File: config.mk
export PLATFORM = sky130hd
export DESIGN_NAME = bgLoader
export DESIGN_NICKNAME = d
export VERILOG_FILES = /design/src/bgLoadPkg.sv /design/src/bgSelectDecode.sv /design/src/bgCopyEngine.sv /design/src/fbWriteStage.sv /design/src/bgLoader.sv
export SDC_FILE = /design/constraint.sdc
export NUM_CORES = 1
export LEC_CHECK = 0
export BUFFER_PORTS_ARGS = -buffer_cell sky130_fd_sc_hd__clkbuf_2
export CORE_AREA = 2 2 140 142
export DETAILED_ROUTE_END_ITERATION = 12
export DIE_AREA = 0 0 142 144
export GPL_ROUTABILITY_DRIVEN = 0
export PLACE_DENSITY_LB_ADDON = 0.12
export RECOVER_POWER = 50
export SLEW_MARGIN = 25
export SYNTH_ARGS = -nofsm -noshare
export SYNTH_HDL_FRONTEND = slang
export SYNTH_SLANG_ARGS = --single-unit
File: constraint.sdc
create_clock -name Clk -period 2.1 [get_ports Clk]
set_input_delay 0.21 -clock Clk [delete_from_list [all_inputs] [get_ports Clk]]
set_output_delay 0.21 -clock Clk [all_outputs]
set_load 0.01 [all_outputs]
File: src/bgLoadPkg.sv
package bgLoadPkg;

	// frame geometry, one byte per pixel, two pixels per SRAM word
	localparam int frameWords = 153600;
	// one spare word after each frame holds the end marker
	localparam int bgStride = frameWords + 1;

	// word address widths
	localparam int sramAddrWidth = 20;
	localparam int fbAddrWidth = 18;

	// top nibble of a word that ends a background
	localparam logic [3:0] markerTag = 4'hF;

	// host handshake states
	localparam logic [1:0] hostIdle = 2'd0;
	localparam logic [1:0] hostCopying = 2'd1;
	localparam logic [1:0] hostAcked = 2'd2;

	// copy engine states
	localparam logic [2:0] engIdle = 3'd0;
	localparam logic [2:0] engRequest = 3'd1;
	localparam logic [2:0] engEmit = 3'd2;
	localparam logic [2:0] engRelease = 3'd3;
	localparam logic [2:0] engFinished = 3'd4;

	// one SRAM word, seen either as two pixels or as an end marker
	typedef union packed {
		struct packed {
			logic [7:0] pixHi;
			logic [7:0] pixLo;
		} pix;
		struct packed {
			logic [3:0] tag;
			logic [11:0] payload;
		} marker;
	} sramWord_u;

endpackage

File: src/bgSelectDecode.sv
`timescale 1ns/1ps

module bgSelectDecode import bgLoadPkg::*; (
	input logic Clk,
	input logic rstN,
	input logic loadReq,
	input logic [1:0] bgSel,
	input logic copyDone,
	output logic loadAck,
	output logic start,
	output logic [sramAddrWidth-1:0] baseAddr
);

	logic [1:0] hostState;

	// host four-phase handshake
	always_ff @(posedge Clk or negedge rstN)
	begin
		if (!rstN)
		begin
			hostState <= hostIdle;
			loadAck <= 1'b0;
			start <= 1'b0;
		end
		else
		begin
			start <= 1'b0;
			case (hostState)
				hostIdle:
					// new request, kick the engine next cycle
					if (loadReq)
					begin
						start <= 1'b1;
						hostState <= hostCopying;
					end
				hostCopying:
					// copyDone from the last copy is still up while start is high
					if (copyDone && !start)
					begin
						loadAck <= 1'b1;
						hostState <= hostAcked;
					end
				hostAcked:
					// a held request just keeps the ack up
					if (!loadReq)
					begin
						loadAck <= 1'b0;
						hostState <= hostIdle;
					end
				default:
					hostState <= hostIdle;
			endcase
		end
	end

	// background base, sampled only when the request is taken
	always_ff @(posedge Clk)
	begin
		if (hostState == hostIdle && loadReq)
			baseAddr <= sramAddrWidth'(bgSel) * sramAddrWidth'(bgStride);
	end

	// ack only while the engine still holds its finished copy
	ackAfterDone: assert property (@(posedge Clk) disable iff (!rstN)
		loadAck |-> copyDone);

endmodule

File: src/bgCopyEngine.sv
`timescale 1ns/1ps

module bgCopyEngine import bgLoadPkg::*; (
	input logic Clk,
	input logic rstN,
	input logic start,
	input logic [sramAddrWidth-1:0] baseAddr,
	input logic sramAck,
	input logic [15:0] sramData,
	output logic sramReq,
	output logic [sramAddrWidth-1:0] sramAddr,
	output logic wordValid,
	output logic [15:0] wordData,
	output logic clear,
	output logic copyDone
);

	logic [2:0] state;
	// words handed to the write stage so far
	logic [sramAddrWidth-1:0] emitCount;
	// set once the copy has to end after this handshake
	logic stopping;
	sramWord_u capWord;
	logic isMarker;
	logic lastWord;

	// look at the incoming word through the marker view
	assign capWord = sramData;
	assign isMarker = (capWord.marker.tag == markerTag);
	// last slot of a full frame
	assign lastWord = (emitCount == sramAddrWidth'(frameWords - 1));

	always_ff @(posedge Clk or negedge rstN)
	begin
		if (!rstN)
		begin
			state <= engIdle;
			sramReq <= 1'b0;
			sramAddr <= '0;
			wordValid <= 1'b0;
			clear <= 1'b0;
			copyDone <= 1'b0;
			stopping <= 1'b0;
			emitCount <= '0;
		end
		else
		begin
			// strobes default low
			wordValid <= 1'b0;
			clear <= 1'b0;
			if (start)
			begin
				// new copy from the top of the chosen background
				sramAddr <= baseAddr;
				emitCount <= '0;
				stopping <= 1'b0;
				copyDone <= 1'b0;
				clear <= 1'b1;
				if (state == engIdle || state == engFinished)
				begin
					sramReq <= 1'b1;
					state <= engRequest;
				end
				else
					// old handshake still closing, release issues the request
					state <= engRelease;
			end
			else
			begin
				case (state)
					engRequest:
						if (sramAck)
						begin
							// data captured, drop the request
							sramReq <= 1'b0;
							if (isMarker)
							begin
								// marker ends the copy, nothing written
								copyDone <= 1'b1;
								stopping <= 1'b1;
							end
							else
								wordValid <= 1'b1;
							state <= engEmit;
						end
					engEmit:
					begin
						if (!stopping)
						begin
							emitCount <= emitCount + 1'b1;
							sramAddr <= sramAddr + 1'b1;
							// full frame without a marker
							if (lastWord)
							begin
								copyDone <= 1'b1;
								stopping <= 1'b1;
							end
						end
						state <= engRelease;
					end
					engRelease:
						// SRAM must drop its ack before the next request
						if (!sramAck)
						begin
							if (stopping)
								state <= engFinished;
							else
							begin
								sramReq <= 1'b1;
								state <= engRequest;
							end
						end
					default:
						;
				endcase
			end
		end
	end

	// payload register, loaded on the capture cycle
	always_ff @(posedge Clk)
	begin
		if (state == engRequest && sramAck)
			wordData <= capWord;
	end

	// four-phase rule, request stays up until the ack is seen
	reqHeldForAck: assert property (@(posedge Clk) disable iff (!rstN)
		$fell(sramReq) |-> $past(sramAck));

	// address may not move under an open request
	addrStableInReq: assert property (@(posedge Clk) disable iff (!rstN)
		sramReq && $past(sramReq) |-> $stable(sramAddr));

endmodule

File: src/fbWriteStage.sv
`timescale 1ns/1ps

module fbWriteStage import bgLoadPkg::*; (
	input logic Clk,
	input logic rstN,
	input logic clear,
	input logic wordValid,
	input logic [15:0] wordData,
	output logic fbWe,
	output logic [fbAddrWidth-1:0] fbAddr,
	output logic [15:0] fbData,
	output logic [fbAddrWidth-1:0] wordCount
);

	sramWord_u inWord;

	// pixel view of the word from the engine
	assign inWord = wordData;

	// write strobe, address and count
	always_ff @(posedge Clk or negedge rstN)
	begin
		if (!rstN)
		begin
			fbWe <= 1'b0;
			fbAddr <= '0;
			wordCount <= '0;
		end
		else
		begin
			fbWe <= wordValid;
			if (clear)
			begin
				// new background starts at frame buffer word 0
				fbAddr <= '0;
				wordCount <= '0;
			end
			else
			begin
				// count the write as it is issued
				if (wordValid)
					wordCount <= wordCount + 1'b1;
				// address moves on after the write
				if (fbWe)
					fbAddr <= fbAddr + 1'b1;
			end
		end
	end

	// high pixel goes to the upper byte
	always_ff @(posedge Clk)
	begin
		if (wordValid)
			fbData <= {inWord.pix.pixHi, inWord.pix.pixLo};
	end

	// the engine must stop at one frame
	writeInFrame: assert property (@(posedge Clk) disable iff (!rstN)
		fbWe |-> fbAddr < fbAddrWidth'(frameWords));

endmodule

File: src/bgLoader.sv
`timescale 1ns/1ps

module bgLoader import bgLoadPkg::*; (
	input logic Clk,
	input logic rstN,
	input logic loadReq,
	input logic [1:0] bgSel,
	input logic sramAck,
	input logic [15:0] sramData,
	output logic loadAck,
	output logic sramReq,
	output logic [sramAddrWidth-1:0] sramAddr,
	output logic fbWe,
	output logic [fbAddrWidth-1:0] fbAddr,
	output logic [15:0] fbData,
	output logic [fbAddrWidth-1:0] wordCount
);

	// decode to engine
	logic start;
	logic [sramAddrWidth-1:0] baseAddr;
	// engine to decode
	logic copyDone;
	// engine to write stage
	logic wordValid;
	logic [15:0] wordData;
	logic clear;

	// host handshake and base address
	bgSelectDecode i_bgSelectDecode (
		.Clk(Clk),
		.rstN(rstN),
		.loadReq(loadReq),
		.bgSel(bgSel),
		.copyDone(copyDone),
		.loadAck(loadAck),
		.start(start),
		.baseAddr(baseAddr)
	);

	// SRAM reader
	bgCopyEngine i_bgCopyEngine (
		.Clk(Clk),
		.rstN(rstN),
		.start(start),
		.baseAddr(baseAddr),
		.sramAck(sramAck),
		.sramData(sramData),
		.sramReq(sramReq),
		.sramAddr(sramAddr),
		.wordValid(wordValid),
		.wordData(wordData),
		.clear(clear),
		.copyDone(copyDone)
	);

	// frame buffer write port and count
	fbWriteStage i_fbWriteStage (
		.Clk(Clk),
		.rstN(rstN),
		.clear(clear),
		.wordValid(wordValid),
		.wordData(wordData),
		.fbWe(fbWe),
		.fbAddr(fbAddr),
		.fbData(fbData),
		.wordCount(wordCount)
	);

endmodule

==> flow_metrics.env <==
export IMPL_synthCells=502
export IMPL_rrSetupSlack_ps=120
export IMPL_cts_buffers=17
export IMPL_start_kind="register"
export IMPL_multi_input_area_sq_mm=0.00209
export IMPL_endpoint_kind="register"
export IMPL_clkTransAtPathRegs_ps=60
export IMPL_met1_usage=0.172
export IMPL_busiest_layer="met2"
export IMPL_grt_max_degree=42
export IMPL_seqCellArea_sq_mm=0.00337
export IMPL_synth_area_leader_cell="dfrtp_1"
export IMPL_n_fill_cell=1884
export IMPL_dieArea_sq_mm=0.0204
export IMPL_powerDensity_mw_per_mm2=1100
export IMPL_worst_slack_ps=117
export IMPL_syn_avg_cell_area_sq_um=11.1
export IMPL_tightest_slew_ps=917
export IMPL_relSlewSlack=0.388
export IMPL_worst_r2r_path_depth=4
export IMPL_holdPathEnd="i_bgSelectDecode.loadAck$_DFFE_PN0P_"
export IMPL_htreeDepth=4
export IMPL_met3_usage=0.0430
export IMPL_wl_mm=13.1
export IMPL_peakVddDrop_v=0.000574
export IMPL_ys_warnings_count=0
export IMPL_ios=97
export IMPL_start_util=0.293
export IMPL_worstPathRequired_ps=2390
export IMPL_rsz0062_at_grt="no"
export IMPL_netlist_top_cells_count="89 x dfrtp_1, 61 x nor2_1, 38 x edfxtp_1"
export IMPL_rows=51
export IMPL_r2r_start="i_bgCopyEngine.state[2]$_DFFE_PN0P_"
export IMPL_holdCritPathClass="primary input to register"
export IMPL_path_class="register to register"
export IMPL_ys_ff_latch=127
export IMPL_port_buffers=96
export IMPL_timing_fmax_ghz=0.504
export IMPL_synth_top_area_share=0.399
export IMPL_grtUsageMet2=0.223
export IMPL_wl_per_cell_um=14.6
export IMPL_track_usage=0.137
export IMPL_r2r_end="i_bgCopyEngine.sramAddr[7]$_DFFE_PN0P_"
export IMPL_p_leak_nw=3.11
export IMPL_die_x_um=142
export IMPL_dpl_hpwl_mm=9.00
export IMPL_netlist_area_sq_mm=0.00558
export IMPL_path_max_fanout=6
export IMPL_grt_pass1_vias=4365
export IMPL_drt_iter0_markers=194
export IMPL_drv_cap=0
export IMPL_maxSlewViolCount=0
export IMPL_antenna_cells=0
export IMPL_area_growth_pct=31.1
export IMPL_slowest_stage="or4b_2"
export IMPL_fp_coreArea_sq_mm=0.0191
export IMPL_antenna_found_initial=0
export IMPL_via_count=4331
export IMPL_synthArstFlopShare=0.701
export IMPL_cts_sinks=127
export IMPL_period_share=0.944
export IMPL_finalHoldViolCount=0
export IMPL_synth_area_top_cells="dfrtp_1 40%, edfxtp_1 20%, nor2_1 4.1%"
export IMPL_ys_types=45
export IMPL_synth_fp_nets=531
export IMPL_insertion_delay_ps=410
export IMPL_skew_ps=9.33
export IMPL_worstHoldPathCells=3
export IMPL_pre_cts_slack_ps=57.5
export IMPL_die_height_um=144
export IMPL_crit_path_cell_trace="or4b_2 > nor4_1 > xnor2_1 > nor2_1"
export IMPL_drive_gt1_frac=0.227
export IMPL_synthFlopType="dfrtp_1"
export IMPL_min_delay_start="loadReq"
export IMPL_gr_total_overflow=0
export IMPL_drt_pass1_iterations=4
export IMPL_viasPerCell=4.84
export IMPL_yosys_cell_count_top_type="dfrtp_1"
export IMPL_grt_pass1_wl_mm=21.8
export IMPL_status="completed"
export IMPL_utilization=0.384
export IMPL_synth_edf_count=38
export IMPL_tritoncts="done"
export IMPL_nets=672
export IMPL_antenna_left=0
export IMPL_yosysSeqAreaShare=0.603
export IMPL_fin_tns_setup_ps=0
export IMPL_drc_errors=0
export IMPL_clock_tree_buffer_depth=2
export IMPL_setup_violations=0
export IMPL_cts_root_buffer="clkbuf_16"
export IMPL_max_stage_delay_ps=800
export IMPL_crit_arrival_ps=2270
export IMPL_fin_crit_ps=1980
[worst max-delay path, delay by kind of cell, from the launching register on]
kind                      cells  cell delay, ps
and+or+nand+nor               3            1260
xor gates and xnor gates      1             170
DFF                           1             430
[cells by family after synthesis]
family,count (synthesis),synth area share
flip-flops,127,0.603
buffers and inverters,35,0.0255
AND/OR/NAND/NOR,212,0.204
multiplexers,3,0.00560
XOR/XNOR,43,0.0675
adder cells (fa/ha/maj),7,0.0157
AO/OA/AOI/OAI,75,0.0784
[sequential cells by signal (all words and copies together), names as in the netlist, 2 cells and up]
signal                      flops
i_bgSelectDecode.hostState      2
i_bgCopyEngine.emitCount       20
i_fbWriteStage.wordCount       18
i_bgSelectDecode.baseAddr       6
i_bgCopyEngine.state            3
i_fbWriteStage.fbData          16
i_fbWriteStage.fbAddr          18
i_bgCopyEngine.sramAddr        20
i_bgCopyEngine.wordData        16
[where the power goes]
part	internal [mW]	switching (mW)
Clock	2.22	1.10
Combinational	0.561	0.852
Sequential	2.96	0.345
[cells in the final DEF (no fill, tap or decap), drive strengths merged, types with 8 or more instances in the layout]
cell / n
and4: 13
buf: 25
xor2: 25
nand3: 25
nand4: 22
inv: 16
o31ai: 12
or3: 15
a21oi: 26
xnor2: 18
or4: 14
dfrtp: 89
nand2: 29
o21ai: 22
nor2: 61
a31oi: 8
edfxtp: 38
clkbuf: 118
dlygate4sd3: 17
[repair_timing]
action / 4_1_cts / 5_1_grt
hold buffers: 17 / 0
endpoints found under the setup margin: 0 / 5
hold endpoints to repair: 48 / 0
buffers inserted: 0 / 2
resized for setup: 0 / 2
[area by class of cell]
class,count,area share
well taps,238,0.0407
clock inverters,15,0.0328
multi-input cells,340,0.286
flip-flops and latches,127,0.460
inverters,14,0.00718
repair buffers,143,0.115
clock buffers,17,0.0581
[metrics by stage]
step	hold slack [ps]	instance area, sq um	instances	power [mW]
after global placement	209	6510	843	4.76
after detailed placement	215	6510	843	4.79
after CTS	15.3	7350	892	8.20
final	39.3	7320	894	8.04
after global routing	51.5	7320	894	8.52
after floorplan	-85.6	5590	502	4.11
[per-layer routing]
layer  wire length [um]  vias up  share of wire
met5                  0        -              0
met3                463        4          0.035
met2               6390       80           0.49
met1               6160     2134           0.47
li1                   -     2113              -
met4                 65        0         0.0050
[how the worst max path moves through the flow]
stage | startpoint | end | cells past startpoint | slack [ps]
finish | i_bgCopyEngine.state[2]$_DFFE_PN0P_ | i_bgCopyEngine.sramAddr[7]$_DFFE_PN0P_ | 4 | 120
global route | i_bgCopyEngine.state[2]$_DFFE_PN0P_ | i_bgCopyEngine.sramAddr[7]$_DFFE_PN0P_ | 4 | 10
CTS | i_bgCopyEngine.state[2]$_DFFE_PN0P_ | i_bgCopyEngine.sramAddr[11]$_DFFE_PN0P_ | 4 | 40
detailed placement | i_bgCopyEngine.state[2]$_DFFE_PN0P_ | i_bgCopyEngine.sramAddr[11]$_DFFE_PN0P_ | 4 | 60
global placement | i_bgCopyEngine.state[2]$_DFFE_PN0P_ | i_bgCopyEngine.sramAddr[11]$_DFFE_PN0P_ | 4 | 110
floorplan | i_bgCopyEngine.wordValid$_DFF_PN0_ | i_fbWriteStage.wordCount[14]$_DFFE_PN0P_ | 5 | 30
Power figures use the tool's default switching activity.
